$ cat src/logic/tcdm_pkg.sv
// TCDM master-side protocol package with widths, opcodes and request/response types
package tcdm_pkg;

    ////////////////////////////////////////////////////////////
    // Widths
    ////////////////////////////////////////////////////////////
    localparam int unsigned ADDR_WIDTH = 32;               // Byte address
    localparam int unsigned DATA_WIDTH = 32;               // One word
    localparam int unsigned BE_WIDTH   = DATA_WIDTH / 8;   // One enable per byte
    localparam int unsigned WORD_BITS  = $clog2(BE_WIDTH); // Byte offset inside a word

    // Request type, same polarity as the classic wen bit
    typedef enum logic {
        OP_STORE = 1'b0,
        OP_LOAD  = 1'b1
    } tcdm_op_e;

    ////////////////////////////////////////////////////////////
    // Payloads
    ////////////////////////////////////////////////////////////
    // Travels beside the req valid bit, 69 bits wide
    typedef struct packed {
        tcdm_op_e              op;     // Load or store
        logic [ADDR_WIDTH-1:0] addr;   // Byte address
        logic [DATA_WIDTH-1:0] wdata;  // Store data
        logic [BE_WIDTH-1:0]   be;     // Byte enables
    } tcdm_req_t;

    // One cycle after the grant edge
    typedef struct packed {
        logic                  r_valid;  // Response strobe
        logic [DATA_WIDTH-1:0] r_rdata;  // Load data, undefined for stores
    } tcdm_rsp_t;

endpackage

$ cat src/logic/tcdm_bank_pkg.sv
// TCDM bank-side package with the row width and the bank request type
package tcdm_bank_pkg;

    import tcdm_pkg::*;

    ////////////////////////////////////////////////////////////
    // Bank geometry
    ////////////////////////////////////////////////////////////
    localparam int unsigned ROW_WIDTH = 6;  // 64 words per bank

    // What one SRAM bank sees each cycle
    typedef struct packed {
        logic                  en;     // Bank access this cycle
        tcdm_op_e              op;     // Load or store
        logic [ROW_WIDTH-1:0]  row;    // Word row inside the bank
        logic [DATA_WIDTH-1:0] wdata;  // Store data
        logic [BE_WIDTH-1:0]   be;     // Byte enables
    } bank_req_t;  // 44 bits

endpackage

$ cat src/logic/tcdm_bank_arbiter.sv
// TCDM bank arbiter with per-bank round-robin grant and winner record
`timescale 1ns/1ps

module tcdm_bank_arbiter
    import tcdm_pkg::*, tcdm_bank_pkg::*;
#(
    parameter int unsigned  N_XBAR_MASTERS = 4,
    parameter int unsigned  N_XBAR_BANKS   = 4,
    localparam int unsigned BANK_BITS      = $clog2(N_XBAR_BANKS),
    localparam int unsigned MST_BITS       = $clog2(N_XBAR_MASTERS)
) (
    input  logic                                      clk,
    input  logic                                      rst_n,
    input  logic      [N_XBAR_MASTERS-1:0]            req_i,       // Request valid
    input  tcdm_req_t [N_XBAR_MASTERS-1:0]            req_data_i,  // Request payload
    input  logic      [N_XBAR_MASTERS-1:0][BANK_BITS-1:0] bank_i,  // From decoder
    input  logic      [N_XBAR_MASTERS-1:0][ROW_WIDTH-1:0] row_i,   // From decoder
    output logic      [N_XBAR_MASTERS-1:0]            gnt_o,       // Same-cycle grant
    output bank_req_t [N_XBAR_BANKS-1:0]              bank_req_o,  // One access per bank
    output logic      [N_XBAR_BANKS-1:0]              win_valid_o, // Bank granted someone
    output logic      [N_XBAR_BANKS-1:0][MST_BITS-1:0] win_idx_o   // Who won
);

    logic [N_XBAR_BANKS-1:0][N_XBAR_MASTERS-1:0] bank_hit;   // Master m wants bank b
    logic [N_XBAR_BANKS-1:0]                     win_valid;
    logic [N_XBAR_BANKS-1:0][MST_BITS-1:0]       win_idx;
    logic [N_XBAR_BANKS-1:0][MST_BITS-1:0]       rr_ptr_q;   // Search start per bank

    ////////////////////////////////////////////////////////////
    // Request matrix
    ////////////////////////////////////////////////////////////
    always_comb begin
        for (int b = 0; b < N_XBAR_BANKS; b++) begin
            for (int m = 0; m < N_XBAR_MASTERS; m++) begin
                bank_hit[b][m] = req_i[m] && (bank_i[m] == BANK_BITS'(b));
            end
        end
    end

    ////////////////////////////////////////////////////////////
    // Round-robin pick
    ////////////////////////////////////////////////////////////
    always_comb begin
        int cand;
        win_valid = '0;
        win_idx   = '0;
        cand      = 0;
        for (int b = 0; b < N_XBAR_BANKS; b++) begin
            // Walk masters starting at the pointer, first hit wins
            for (int k = 0; k < N_XBAR_MASTERS; k++) begin
                cand = (int'(rr_ptr_q[b]) + k) % N_XBAR_MASTERS;
                if (!win_valid[b] && bank_hit[b][cand]) begin
                    win_valid[b] = 1'b1;
                    win_idx[b]   = MST_BITS'(cand);
                end
            end
        end
    end

    // Grants and bank-side requests
    always_comb begin
        gnt_o = '0;
        for (int b = 0; b < N_XBAR_BANKS; b++) begin
            if (win_valid[b]) begin
                gnt_o[win_idx[b]] = 1'b1;  // A master targets one bank only
            end
            bank_req_o[b].en    = win_valid[b];
            bank_req_o[b].op    = req_data_i[win_idx[b]].op;
            bank_req_o[b].row   = row_i[win_idx[b]];
            bank_req_o[b].wdata = req_data_i[win_idx[b]].wdata;
            bank_req_o[b].be    = req_data_i[win_idx[b]].be;
        end
    end

    assign win_valid_o = win_valid;  // To response router
    assign win_idx_o   = win_idx;

    ////////////////////////////////////////////////////////////
    // Pointer update at the grant edge
    ////////////////////////////////////////////////////////////
    always_ff @(posedge clk) begin
        if (!rst_n) begin
            rr_ptr_q <= '0;
        end else begin
            for (int b = 0; b < N_XBAR_BANKS; b++) begin
                if (win_valid[b]) begin
                    // Move just past the winner, wrap at the last master
                    rr_ptr_q[b] <= (win_idx[b] == MST_BITS'(N_XBAR_MASTERS - 1)) ?
                                   '0 : win_idx[b] + 1'b1;
                end
            end
        end
    end

endmodule

$ cat config.mk
export PLATFORM = sky130hd
export DESIGN_NAME = tcdm_bank_arbiter
export DESIGN_NICKNAME = d
export VERILOG_FILES = /design/src/logic/tcdm_pkg.sv /design/src/logic/tcdm_bank_pkg.sv /design/src/logic/tcdm_bank_arbiter.sv
export SDC_FILE = /design/constraint.sdc
export NUM_CORES = 1
export LEC_CHECK = 0
export ABC_AREA = 1
export BUFFER_PORTS_ARGS = -buffer_cell sky130_fd_sc_hd__buf_4
export CAP_MARGIN = 20
export CORE_AREA = 2 2 198 200
export DETAILED_ROUTE_END_ITERATION = 16
export DIE_AREA = 0 0 200 202
export GPL_ROUTABILITY_DRIVEN = 0
export PLACE_DENSITY = 0.56
export SKIP_CTS_REPAIR_TIMING = 1
export SYNTH_ARGS = -nofsm -noshare
export SYNTH_HDL_FRONTEND = slang
export SYNTH_SLANG_ARGS = --single-unit
$ cat constraint.sdc
create_clock -name clk -period 3.4 [get_ports clk]
set_input_delay 0.68 -clock clk [delete_from_list [all_inputs] [get_ports clk]]
set_output_delay 0.68 -clock clk [all_outputs]
set_load 0.03 [all_outputs]
==> run metrics <==
crit-path max FO 24; die extent in y 202 µm; Starting Density 0.228; PortBufs 377; DR vias 14400; Slew HR 0.699; CTS max path bufs 2; maxcap violations 0; clock skew 0.0131 ns; cell repeated most along the worst path buf_4; DR iter-0 viols 1136; syn avg cell area 4.54 µm²; Post-Syn Area 0.00873 mm²; post-layout min period 3.33 ns; Clk pin slew, worst setup/hold paths 0.05 ns; commonest non-fill, non-tap cell in the layout nand2_1; Finished Layout Cells 2773; fmax 301 MHz; count of pins over their slew limit 0; CP Capture Type output pin; I/O Pins 506; first-pass GRT wire length 72400 µm; mux share of post-synthesis cell area 0; Core ar. 0.0383 mm²; die area 0.0404 mm²; adder-cell share of the synthesized area 0.0186; WL/cell 18.3 µm; r2r setup slk 1.07 ns; vias in the first global route 13300; worst path cell trace buf_4 -> nand2_2 -> nor2_4 -> nand2_1 -> nand3_1 -> nand2_2 -> buf_4 -> nand2_1 -> nor2_1 -> nand3_1 -> nand2_4 -> buf_4 -> buf_12 -> ha_1 -> nand2_1 -> o2111ai_2 -> buf_4; largest registers rr_ptr_q x8; total number of yosys warnings 0; TritonCTS clock tree built; All-Layer GR Usage 0.224; RSZ-0062 raised after global routing true; most frequent cells in the layout nand2_1 (775), nand3_1 (651), buf_4 (432); number of vias per cell 5.18; H-tree depth 1; DRC Markers 0; largest family of logic cells by synthesized area simple AND/OR/NAND/NOR gates; total CTS buffers 3; largest net degree at the start of global routing 87; Post-DP HPWL 35400 µm; total number of clock tree sinks 8; 1st-pass router iterations 6; Top reg by flops rr_ptr_q; CP Class in -> out; post-synthesis sequential area ratio 0.0184; CP Launch Type input port; Crit-path slowest cell buf_4; drt total wl 50700 µm; Synth Area in Compound Gates 0.0219; max FFs per register 8; Worst Hold Class reg -> reg; Cell Rows 72; Least-Margin Pin Slew 0.452 ns; ANT nets after route 0; endpoints failing setup 0; Remaining Overflow, GRT 0; max incr delay on CP 0.20 ns; syn_nets 2249; clk root buf clkbuf_16; xor/xnor share of the synthesized area 0.00387; post-placement cell count 2745; final hold vios 0; Synth cell types 32; Worst-Skew Late Latency 0.25 ns; initial antenna violation count 1; CP arrival 2.65 ns; outcome finished clean; period utilisation layout 0.978; number of synthesized register bits 8; Cells after Synth 1922; Final nets 2583; synth-to-layout area growth 51.3%; Post-Synth Simple-Gate Area 0.754; CP Data Required Time 2.72 ns; share of cells above drive strength 1 0.250; die width 200 µm
through the flow:
step                      TNS [ns]   util  setup slack, ns  hold slack [ns]  instance area [µm²]
after floorplan                  0      -           0.0172            0.517                 8730
after global placement      -0.410  0.327          -0.0774            0.565                12500
after detailed placement    -0.629  0.327          -0.0732            0.570                12500
after CTS                   -0.733  0.329          -0.0805            0.577                12600
after global routing        -0.189  0.345          -0.0306            0.619                13200
final                            0  0.345           0.0749            0.587                13200
cell usage after synthesis:
master     count  share of area
nor2_1        20         0.0086
clkbuf_2       2         0.0011
o21ai_1        5         0.0029
nand2_1      795           0.34
o2111ai_1      1         0.0010
a31oi_4        1         0.0024
buf_2         92          0.053
a21oi_1       11         0.0063
a211oi_1       1        0.00086
a21oi_2        1         0.0010
nand4_1       16          0.011
nand3_1      660           0.38
xnor2_2        1         0.0019
o211ai_1       2         0.0017
nand3_2        3         0.0034
buf_4         27          0.023
o21ai_0        5         0.0029
nand4_2        1         0.0014
buf_6          3         0.0039
nor2_2         2         0.0014
inv_1        198          0.085
xor2_1         1         0.0010
o21ai_2        2         0.0020
a21boi_0       1        0.00086
xnor2_1        1         0.0010
inv_2          9         0.0039
ha_1          13          0.019
dfxtp_1        8          0.018
clkbuf_1      28          0.012
nand2_2        6         0.0043
buf_1          3         0.0013
nand3b_1       3         0.0026
cell families (layout without fill, tap and decap cells):
| group | Yosys count | after routing |
|---|---|---|
| AND/OR/NAND/NOR | 1506 | 1506 |
| buffers and inverters | 362 | 694 |
| AO/OA/AOI/OAI | 30 | 30 |
| adder cells (fa/ha/maj) | 13 | 13 |
| flip-flops | 8 | 8 |
| XOR/XNOR | 3 | 3 |
| other | 0 | 1 |
layout make-up:
| class | count | area [µm²] |
|---|---|---|
| multi-input cells | 1552 | 7260 |
| inverters | 207 | 781 |
| fillers | 4301 | 25100 |
| flip-flops and latches | 8 | 161 |
| well taps | 518 | 648 |
| clock buffers | 3 | 75.1 |
| diodes | 1 | 2.50 |
| repair buffers | 484 | 4280 |
critical path: cells and delay by family:
family,cells,cell delay [ns]
AOI/OAI and AO/OA,1,0.14
buffers and inverters,5,0.77
adders and majority gates,1,0.19
and+or+nand+nor,10,0.86
path summary, 6_finish.rpt:
check               from          end  cells past startpoint
max             req_i[3]     gnt_o[3]                     17
min          rr_ptr_q[3]  rr_ptr_q[3]                      2
max reg2reg  rr_ptr_q[4]  rr_ptr_q[5]                     15
min reg2reg  rr_ptr_q[3]  rr_ptr_q[3]                      2
per-layer routing:
layer  GRT usage  share of wire  up-vias
li1            -              -     6834
met1       0.274           0.38     6507
met2       0.388           0.47      882
met3      0.0400           0.11      135
met4      0.0847          0.038        0
met5           0              0        -
Power is not shown: default switching activity piles up to over one toggle a cycle in this logic, so the estimate is an artifact.
