==> src/logic/tcdm_pkg.sv <==
// TCDM master-side protocol package with widths, opcodes and request/response types
package tcdm_pkg;

    ////////////////////////////////////////////////////////////
    // Widths
    ////////////////////////////////////////////////////////////
    localparam int unsigned ADDR_WIDTH = 32;               // Byte address
    localparam int unsigned DATA_WIDTH = 32;               // One word
    localparam int unsigned BE_WIDTH   = DATA_WIDTH / 8;   // One enable per byte
    localparam int unsigned WORD_BITS  = $clog2(BE_WIDTH); // Byte offset inside a word

    // Request type, same polarity as the classic wen bit
    typedef enum logic {
        OP_STORE = 1'b0,
        OP_LOAD  = 1'b1
    } tcdm_op_e;

    ////////////////////////////////////////////////////////////
    // Payloads
    ////////////////////////////////////////////////////////////
    // Travels beside the req valid bit, 69 bits wide
    typedef struct packed {
        tcdm_op_e              op;     // Load or store
        logic [ADDR_WIDTH-1:0] addr;   // Byte address
        logic [DATA_WIDTH-1:0] wdata;  // Store data
        logic [BE_WIDTH-1:0]   be;     // Byte enables
    } tcdm_req_t;

    // One cycle after the grant edge
    typedef struct packed {
        logic                  r_valid;  // Response strobe
        logic [DATA_WIDTH-1:0] r_rdata;  // Load data, undefined for stores
    } tcdm_rsp_t;

endpackage

==> src/logic/tcdm_rsp_router.sv <==
// TCDM response router steering registered bank read data back to the winning masters
`timescale 1ns/1ps

module tcdm_rsp_router
    import tcdm_pkg::*;
#(
    parameter int unsigned  N_XBAR_MASTERS = 4,
    parameter int unsigned  N_XBAR_BANKS   = 4,
    localparam int unsigned MST_BITS       = $clog2(N_XBAR_MASTERS)
) (
    input  logic                                       clk,
    input  logic                                       rst_n,
    input  logic      [N_XBAR_BANKS-1:0]               win_valid_i,   // Granted this cycle
    input  logic      [N_XBAR_BANKS-1:0][MST_BITS-1:0] win_idx_i,     // Winner per bank
    input  logic      [N_XBAR_BANKS-1:0][DATA_WIDTH-1:0] bank_rdata_i, // Registered in bank
    output tcdm_rsp_t [N_XBAR_MASTERS-1:0]             rsp_o
);

    logic [N_XBAR_BANKS-1:0]               win_valid_q;  // Access done last cycle
    logic [N_XBAR_BANKS-1:0][MST_BITS-1:0] win_idx_q;

    ////////////////////////////////////////////////////////////
    // Winner record, one cycle behind the grant
    ////////////////////////////////////////////////////////////
    always_ff @(posedge clk) begin
        if (!rst_n) begin
            win_valid_q <= '0;
        end else begin
            win_valid_q <= win_valid_i;
        end
    end

    always_ff @(posedge clk) begin
        win_idx_q <= win_idx_i;  // Only read when valid is set
    end

    ////////////////////////////////////////////////////////////
    // Steering
    ////////////////////////////////////////////////////////////
    always_comb begin
        rsp_o = '0;
        for (int b = 0; b < N_XBAR_BANKS; b++) begin
            if (win_valid_q[b]) begin
                // Each master won at most one bank, no collisions here
                rsp_o[win_idx_q[b]].r_valid = 1'b1;
                rsp_o[win_idx_q[b]].r_rdata = bank_rdata_i[b];
            end
        end
    end

endmodule

==> config.mk <==
export PLATFORM = sky130hd
export DESIGN_NAME = tcdm_rsp_router
export DESIGN_NICKNAME = d
export VERILOG_FILES = /design/src/logic/tcdm_pkg.sv /design/src/logic/tcdm_rsp_router.sv
export SDC_FILE = /design/constraint.sdc
export NUM_CORES = 1
export LEC_CHECK = 0
export BUFFER_PORTS_ARGS = -buffer_cell sky130_fd_sc_hd__buf_2
export CAP_MARGIN = 20
export CORE_MARGIN = 1.5
export CORE_UTILIZATION = 40
export CTS_CLUSTER_SIZE = 8
export DETAILED_ROUTE_END_ITERATION = 7
export PLACE_DENSITY_LB_ADDON = 0.15
export SLEW_MARGIN = 20
export SYNTH_ARGS = -nofsm -noshare
export SYNTH_HDL_FRONTEND = slang
export SYNTH_SLANG_ARGS = --single-unit
==> constraint.sdc <==
create_clock -name clk -period 1.86 [get_ports clk]
set_input_delay 0.093 -clock clk [delete_from_list [all_inputs] [get_ports clk]]
set_output_delay 0.093 -clock clk [all_outputs]
set_load 0.03 [all_outputs]
==> metrics.cfg, run 1 <==
[outcome]
status = finished with violations
violations = setup timing

[yosys]
syn_area_um2 = 5430
synth_compound_area_frac = 0.524
synthSimpleGateAreaFrac = 0.311
syn_inst = 779
synth-edff-count = 0
synthFlopType = dfxtp_1
synth.distinct_cells = 31
postSynthRegisterBits = 12
synth_top_area_frac = 0.118
yosysSeqAreaShare = 0.0442
yosysWarnings = 0
syn_nets = 921
synth_fa_ha_area_frac = 0
synth_async_sr_flop_share = 0
synth_area_leaders = o311a_1 12%, nand4b_1 10%, o21ai_0 9.3%
synth_top_area_cell = o311a_1
synth_top_family_by_area = compound AO/OA/AOI/OAI gates
synthXorXnorAreaFrac = 0
synth_mux_area_frac = 0
avgSynthCellArea_um2 = 6.97

[setup_path]
crit_buf_inv = 2
cpLargestDelayFamily = compound AO/OA/AOI/OAI gates
cp_cell_sequence = or3b_4 -> buf_12 -> a311oi_2 -> o21ai_1 -> buf_4
max_stage_delay_ns = 0.43
startpoint_type = flip-flop
crit_arrival_ns = 1.87
cp.depth = 5
criticalPathCategory = flip-flop to output pin
cpMaxStageDelayCell = or3b_4
crit_fanout = 18
critPathCaptureType = output pin
cp_data_required_time_ns = 1.77

[final_layout]
layout-drive-gt1-share = 0.442
num-nets-final = 1148
areaGrowthSynthToFinish_pct = 52.2
num_antenna_cells = 0
final_cell_count_no_fill = 1181
layout_commonest_cell = buf_2
post-route-util = 0.624
n_fill_cell = 1245
most-common-layout-cells = 187 x buf_2, 99 x buf_4, 93 x o21ai_0

[floorplanning]
pin_count = 274
die_w_um = 120
die_area_um2 = 14300
die_h_um = 120
num_rows = 42
placeableCoreArea_um2 = 13200
initial_core_util = 0.410

[sta]
relSlewSlack = 0.738
worst_pin_slew_ns = 0.388
period_minus_slack_ns = 1.96
hold_viol = 0
min_period_over_period = 1.06
whs_ns = 0.0697
setup_slack_ns = -0.103
tns_ns = -1.33
maxSlewViolCount = 0
setup_viol = 34
rsz0062_at_grt = yes
max_freq_mhz = 509

[power]
power_density_nw_per_um2 = 323
p_seq_frac = 0.113
cellLeakagePower_nw = 3.51
ir_drop_mv = 0.388
power_switching_mw = 1.30
swShare = 0.487
power_frac_clock = 0.163
comb_power_share = 0.724
intPower_mw = 1.37

[placed_design]
dpl.cell_count = 1155
pre_cts_slack_ns = 0.182
portBuffers = 273
finalWeightedCongestion = 0.857
hpwl_um = 17200

[clock_tree]
clock-sinks = 12
cts_root_buf = clkbuf_16
clkSlewWorstSetupHoldPaths_ns = 0.04
htreeDepth = 1
cts_tree = yes
cts_buffers = 3
clockBufferDepth = 2

[global_route]
overflow = 0
grt_antenna_before_repair = 0
grt_pass1_wl_um = 40000
grt_pass1_vias = 7672
grt_max_degree = 73
grt_util_all_layers = 0.341

[drt]
viasPerCell = 7.11
drt_iter0_drc = 1265
ant_nets = 0
wl_per_cell_um = 23.5
wirelength_um = 27800
dr.pass1.iters = 6
vias = 8402
drc = 0

[job]
cap_viol_max_count = 0

[min_path]
hold_class = primary input to flip-flop
whs_path_depth = 2

## stage by stage
stage                     area, µm²  total power, mW
after floorplan                5430             1.31
after global placement         7140             1.95
after detailed placement       7140             1.96
after CTS                      7620             2.47
after global routing           8270             2.77
final                          8270             2.67
## repair_timing
action | in CTS | in global routing
endpoints found under the setup margin | 78 | 120
pin swaps | 11 | 34
cloned | 1 | 5
resized for setup | 66 | 186
setup buffers | 5 | 3
hold buffers | 8 | 0
endpoints found under the hold margin | 8 | 0
## synthesized netlist by cell type, types with 3 or more instances
library cell / n
o2bb2ai_1: 32
o311a_1: 64
buf_1: 3
and3_1: 3
a311o_1: 32
nor4bb_1: 11
inv_1: 33
and4_1: 32
buf_6: 3
o21ai_0: 101
dfxtp_1: 12
nand4b_1: 64
and4bb_2: 21
nand3b_1: 6
o21ai_1: 59
buf_2: 31
a22o_1: 32
nand2_1: 66
and3b_1: 3
clkbuf_1: 85
a311oi_1: 32
o21a_1: 32
nand3_1: 5
and2_1: 4
## layout make-up
class                   instances  area (µm²)  share of cell area
repair buffers                346        2620               0.317
inverters                      33         124              0.0150
multi-input cells             610        4950               0.599
flip-flops and latches         12         263              0.0318
clock buffers                   4        88.8              0.0107
well taps                     176         220              0.0266
## cell families after synthesis
kind of cell | after synthesis
AO/OA/AOI/OAI | 384
buffers and inverters | 157
AND/OR/NAND/NOR | 226
flip-flops | 12
## per-layer routing
metal / up-vias / part of all wire / global-route usage
met5: - / 0 / 0
li1: 3658 / - / -
met1: 3916 / 0.38 / 0.429
met3: 117 / 0.11 / 0.0399
met2: 711 / 0.47 / 0.578
met4: 0 / 0.043 / 0.161
## power groups by stage
stage,logic [mW],registers [mW],clock network (mW)
floorplan,1.02,0.289,0
global placement,1.66,0.299,0
detailed placement,1.65,0.301,0
CTS,1.74,0.298,0.437
global route,2.01,0.303,0.450
finish,1.93,0.301,0.434
## worst paths after layout
check | startpoint | to | slack (ns)
worst max-delay path | win_valid_q[1] | rsp_o[27] | -0.10
worst min-delay path | win_valid_i[2] | win_valid_q[2] | 0.07
## flip-flops by register name (all words and copies together) (netlist names)
name / cells
win_idx_q: 8
win_valid_q: 4
No activity file was read; power rests on OpenSTA's default activity.
==> run 2, diff against run 1 <==
--- a/config.mk
+++ b/config.mk
@@ -5,6 +5,7 @@
 export SDC_FILE = /design/constraint.sdc
 export NUM_CORES = 1
 export LEC_CHECK = 0
+export ABC_AREA = 1
 export BUFFER_PORTS_ARGS = -buffer_cell sky130_fd_sc_hd__buf_2
 export CAP_MARGIN = 20
 export CORE_MARGIN = 1.5
==> constraint.sdc (replaced) <==
create_clock -name clk -period 2.4 [get_ports clk]
set_input_delay 0.12 -clock clk [delete_from_list [all_inputs] [get_ports clk]]
set_output_delay 0.12 -clock clk [all_outputs]
set_load 0.03 [all_outputs]
==> metrics.cfg, run 2 <==
[final_layout]
reg_top3 = win_idx_q (8), win_valid_q (4)
n_fill_cell = 1516  ; +22%
layout_commonest_cell = nand2_1
num_antenna_cells = 0  ; unchanged
most-common-layout-cells = 679 x nand2_1, 273 x buf_2, 192 x nand3_1
layout-drive-gt1-share = 0.228  ; -0.214
num-nets-final = 1609  ; +40%
largest_reg_flops = 8  ; unchanged
top_register = win_idx_q
areaGrowthSynthToFinish_pct = 29.1

[placed_design]
hpwl_um = 16800  ; -2.3%
finalWeightedCongestion = 0.896  ; +4.6%
portBuffers = 273  ; unchanged

[drt]
viasPerCell = 5.33  ; -25%
wl_per_cell_um = 15.0  ; -36%
vias = 8751  ; +4.2%
drc = 0  ; unchanged
wirelength_um = 24700  ; -11%
drt_iter0_drc = 944  ; -25%
dr.pass1.iters = 6  ; unchanged
ant_nets = 0  ; unchanged

[yosys]
syn_area_um2 = 5470  ; +0.71%
synth_top_area_cell = nand2_1
synth.distinct_cells = 23  ; -26%
synth_common_cells = 679 x nand2_1, 192 x nand3_1, 109 x inv_1
syn_inst = 1244  ; +60%
synthFlopType = dfxtp_1
synth_most_common_cell = nand2_1
syn_nets = 1386  ; +50%
yosysSeqAreaShare = 0.0439  ; -0.000314
yosysWarnings = 0  ; unchanged
synth_top_area_frac = 0.466  ; +0.348
synth-edff-count = 0  ; unchanged
avgSynthCellArea_um2 = 4.40  ; -37%
synth_async_sr_flop_share = 0  ; unchanged
synth_area_leaders = nand2_1 47%, nand3_1 18%, a21oi_1 8.8%
postSynthRegisterBits = 12  ; unchanged

[outcome]
status = finished, final reports clean

[sta]
hold_viol = 0  ; unchanged
relSlewSlack = 0.476  ; -0.262
worst_pin_slew_ns = 0.784  ; +0.396 ns
whs_ns = 0.00913  ; -0.0606 ns
tns_ns = 0  ; +1.33 ns
rsz0062_at_grt = no
max_freq_mhz = 459
period_minus_slack_ns = 2.18
setup_viol = 0  ; -100%
min_period_over_period = 0.908
maxSlewViolCount = 0  ; unchanged

[floorplanning]
num_rows = 42  ; unchanged
die_h_um = 120  ; +0.35%
initial_core_util = 0.411  ; +0.00130
placeableCoreArea_um2 = 13300  ; +0.40%
pin_count = 274  ; unchanged
die_area_um2 = 14400  ; +0.70%
die_w_um = 120  ; +0.35%

[clock_tree]
ctsResizeCount = 0  ; -100%
ctsHoldBuffers = 4  ; -4
cts_tree = yes
cts_setup_buffers = 0  ; -5
cts_root_buf = clkbuf_16
clockBufferDepth = 2  ; unchanged
clkSlewWorstSetupHoldPaths_ns = 0.04  ; about the same
htreeDepth = 1  ; unchanged
clock-sinks = 12  ; unchanged
cts_buffers = 3  ; unchanged

[setup_path]
startpoint_type = flip-flop
crit_arrival_ns = 2.06  ; +0.19 ns
cp.depth = 7  ; +2
cpLargestDelayFamily = buffers and inverters
cpMaxStageDelayCell = inv_2
cpMostUsedCell = nand2_1
criticalPathCategory = flip-flop to output pin
crit_end = rsp_o[42]
critPathCaptureType = output pin
cp_data_required_time_ns = 2.28  ; +0.51 ns
cp_cell_sequence = nand3_2 -> buf_4 -> inv_2 -> a21oi_1 -> nand2_1 -> nand2_1 -> buf_2
crit_buf_inv = 3  ; +1
max_stage_delay_ns = 0.54  ; +0.11 ns
critPathLaunch = win_valid_q[2]
crit_fanout = 32  ; +14

[global_route]
grt_pass1_vias = 7879  ; +2.7%
grt_max_degree = 66  ; -9.6%
overflow = 0  ; unchanged
grt_pass1_wl_um = 38700  ; -3.3%
grt_util_all_layers = 0.326  ; -0.0146
grt_antenna_before_repair = 0  ; unchanged

[job]
cap_viol_max_count = 0  ; unchanged

[power]
p_total_mw = 1.78  ; -33%
cellLeakagePower_nw = 4.78  ; +36%
power_density_nw_per_um2 = 252  ; -22%
ir_drop_mv = 0.223  ; -42%

[min_path]
hold_class = primary input to flip-flop

-- run 2: report_power, final --
part / leakage [nW] / internal (mW) / switching, mW
Sequential: 0.101 / 0.211 / 0.0202
Clock: 0.0442 / 0.252 / 0.0883
Combinational: 4.63 / 0.360 / 0.848
-- run 2: routing by layer --
layer,share of wire,global-route usage,wire (µm),up-vias
met5,0,0,0,-
met4,0.024,0.109,588,0
met3,0.097,0.0252,2390,67
met2,0.48,0.570,11800,565
met1,0.40,0.421,9910,3801
li1,-,-,-,4318
-- run 2: cells by family after synthesis --
family	share of synthesized area
AND/OR/NAND/NOR	0.677
buffers and inverters	0.161
flip-flops	0.0439
AO/OA/AOI/OAI	0.118
-- run 2: how the worst min path moves through the flow --
stage                             from      endpoint  slack, ns  depth (start not counted)
final                     win_idx_i[6]  win_idx_q[6]      0.009                          1
after CTS                 win_idx_i[3]  win_idx_q[3]     0.0003                          1
after detailed placement  win_idx_i[4]  win_idx_q[4]       0.23                          1
after global placement    win_idx_i[1]  win_idx_q[1]       0.23                          1
after floorplan           win_idx_i[0]  win_idx_q[0]       0.15                          0
after global routing      win_idx_i[6]  win_idx_q[6]      0.005                          1
-- run 2: layout make-up --
class,count,area [µm²],area share
Clock buffer,4,88.8,0.0126
Sequential cell,12,241,0.0342
Timing Repair Buffer,309,1700,0.241
Inverter,114,428,0.0606
Tap cell,176,220,0.0312
Multi-Input combinational cell,1027,4380,0.621
-- run 2: metrics by stage --
stage | setup WS, ns | utilization | std cells | instance area (µm²)
detailed placement | 0.498 | 0.521 | 1633 | 6920
global route | 0.0563 | 0.531 | 1642 | 7060
finish | 0.220 | 0.531 | 1642 | 7060
floorplan | 1.00 | - | 1244 | 5470
global placement | 0.528 | 0.521 | 1633 | 6920
CTS | 0.244 | 0.530 | 1641 | 7050
==> run 3, diff against run 2 <==
==> constraint.sdc (replaced) <==
create_clock -name clk -period 2.55 [get_ports clk]
set_input_delay 0.1275 -clock clk [delete_from_list [all_inputs] [get_ports clk]]
set_output_delay 0.1275 -clock clk [all_outputs]
set_load 0.01 [all_outputs]
==> metrics.cfg, run 3 (synthesis results as in run 2) <==
[final_layout]
num_antenna_cells = 0  ; unchanged
num-nets-final = 1606  ; -0.19%
seqCellArea_um2 = 241  ; unchanged
layout-drive-gt1-share = 0.228  ; about the same
largest_reg_flops = 8  ; unchanged
areaGrowthSynthToFinish_pct = 27.8
fin_area_um2 = 6990  ; -0.97%
reg_top3 = win_idx_q (8), win_valid_q (4)
layout_commonest_cell = nand2_1
n_fill_cell = 1505  ; -0.73%
final_cell_count_no_fill = 1638  ; -0.24%
top_register = win_idx_q
multi_input_area_um2 = 4380  ; unchanged
most-common-layout-cells = 679 x nand2_1, 273 x buf_2, 192 x nand3_1
post-route-util = 0.526  ; -0.00518

[global_route]
overflow = 0  ; unchanged
grt_pass1_vias = 7662  ; -2.8%
grt_antenna_before_repair = 0  ; unchanged
grt_pass1_wl_um = 37800  ; -2.5%
grt_max_degree = 66  ; unchanged
grt_util_all_layers = 0.316  ; -0.0104

[sta]
setup_slack_ns = 0.379  ; +0.158 ns
whs_ns = 0.00455  ; -0.00458 ns
tns_ns = 0  ; unchanged
min_period_over_period = 0.852
maxSlewViolCount = 0  ; unchanged
period_minus_slack_ns = 2.17
setup_viol = 0  ; unchanged
hold_viol = 0  ; unchanged
max_freq_mhz = 461
worst_pin_slew_ns = 0.793  ; +0.00920 ns
rsz0062_at_grt = no
relSlewSlack = 0.469  ; -0.00616

[drt]
wl_met1_um = 9790  ; -1.2%
highest_layer = met4
drt_iter0_drc = 845  ; -10%
wl_per_cell_um = 14.7  ; -1.9%
route.met3.wl_um = 2530  ; +5.9%
dr.pass1.iters = 6  ; unchanged
drc = 0  ; unchanged
wl_met2_um = 11100  ; -5.7%
ant_nets = 0  ; unchanged
vias = 8819  ; +0.78%
wirelength_um = 24100  ; -2.1%
viasPerCell = 5.38  ; +1.0%

[floorplanning]
pin_count = 274  ; unchanged
num_rows = 42  ; unchanged
die_area_um2 = 14400  ; unchanged
die_w_um = 120  ; unchanged
initial_core_util = 0.411  ; unchanged
die_h_um = 120  ; unchanged
placeableCoreArea_um2 = 13300  ; unchanged

[clock_tree]
clkSlewWorstSetupHoldPaths_ns = 0.04  ; about the same
ctsHoldBuffers = 2  ; -2
cts_buffers = 3  ; unchanged
ctsResizeCount = 0  ; unchanged
cts_tree = yes
cts_root_buf = clkbuf_16
clock-sinks = 12  ; unchanged
clockBufferDepth = 2  ; unchanged
cts_setup_buffers = 0  ; unchanged
htreeDepth = 1  ; unchanged

[placed_design]
hpwl_um = 16600  ; -1.0%
dpl.cell_count = 1633  ; unchanged
finalWeightedCongestion = 0.887  ; -1.0%
portBuffers = 273  ; unchanged
placed_area_um2 = 6900  ; -0.36%
pre_cts_slack_ns = 0.662  ; +0.164 ns

[power]
power_switching_mw = 0.676  ; -29%
power_frac_clock = 0.198  ; +0.007
p_seq_frac = 0.154  ; +0.024
power_density_nw_per_um2 = 202  ; -20%
comb_power_share = 0.648  ; -0.031
p_total_mw = 1.41  ; -21%
cellLeakagePower_nw = 4.75  ; -0.52%
intPower_mw = 0.734  ; -11%
ir_drop_mv = 0.261  ; +17%
swShare = 0.479  ; -0.0582

[setup_path]
startpoint_type = flip-flop
critPathLaunch = win_valid_q[2]
critPathCaptureType = output pin
criticalPathCategory = flip-flop to output pin
crit_arrival_ns = 2.04  ; -0.02 ns
cp_data_required_time_ns = 2.42  ; +0.14 ns
crit_fanout = 32  ; unchanged

[min_path]
min-delay-start = win_idx_i[3]
hold_class = primary input to flip-flop

[job]
cap_viol_max_count = 0  ; unchanged

[outcome]
status = finished, final reports clean

==> run 3: layout make-up <==
type                            count  share of cell area
Multi-Input combinational cell   1027               0.627
Timing Repair Buffer              306               0.235
Inverter                          114              0.0612
Sequential cell                    12              0.0345
Tap cell                          176              0.0315
Clock buffer                        3              0.0107
==> run 3: power groups by stage <==
stage                     combinational, mW  clock (mW)  sequential, mW
after CTS                             0.904       0.282           0.217
after detailed placement              0.898           0           0.221
after floorplan                       0.497           0           0.211
after global routing                   1.01       0.291           0.219
final                                 0.914       0.279           0.217
after global placement                0.893           0           0.220
==> run 3: critical path, cell delays in order (launching register included) <==
cell,delay (ns)
dfxtp_1,0.43
nand3_2,0.13
buf_4,0.22
inv_2,0.56
a21oi_1,0.14
nand2_1,0.11
nand2_1,0.06
buf_2,0.13
==> run 3: metal layers <==
layer	global-route usage	vias up
li1	-	4311
met1	0.419	3834
met2	0.526	605
met3	0.0390	69
met4	0.106	0
met5	0	-
==> run 3: final timing paths <==
check	end	slack [ns]	depth (start not counted)
worst max-delay path	rsp_o[88]	0.38	7
worst min-delay path	win_idx_q[3]	0.005	1
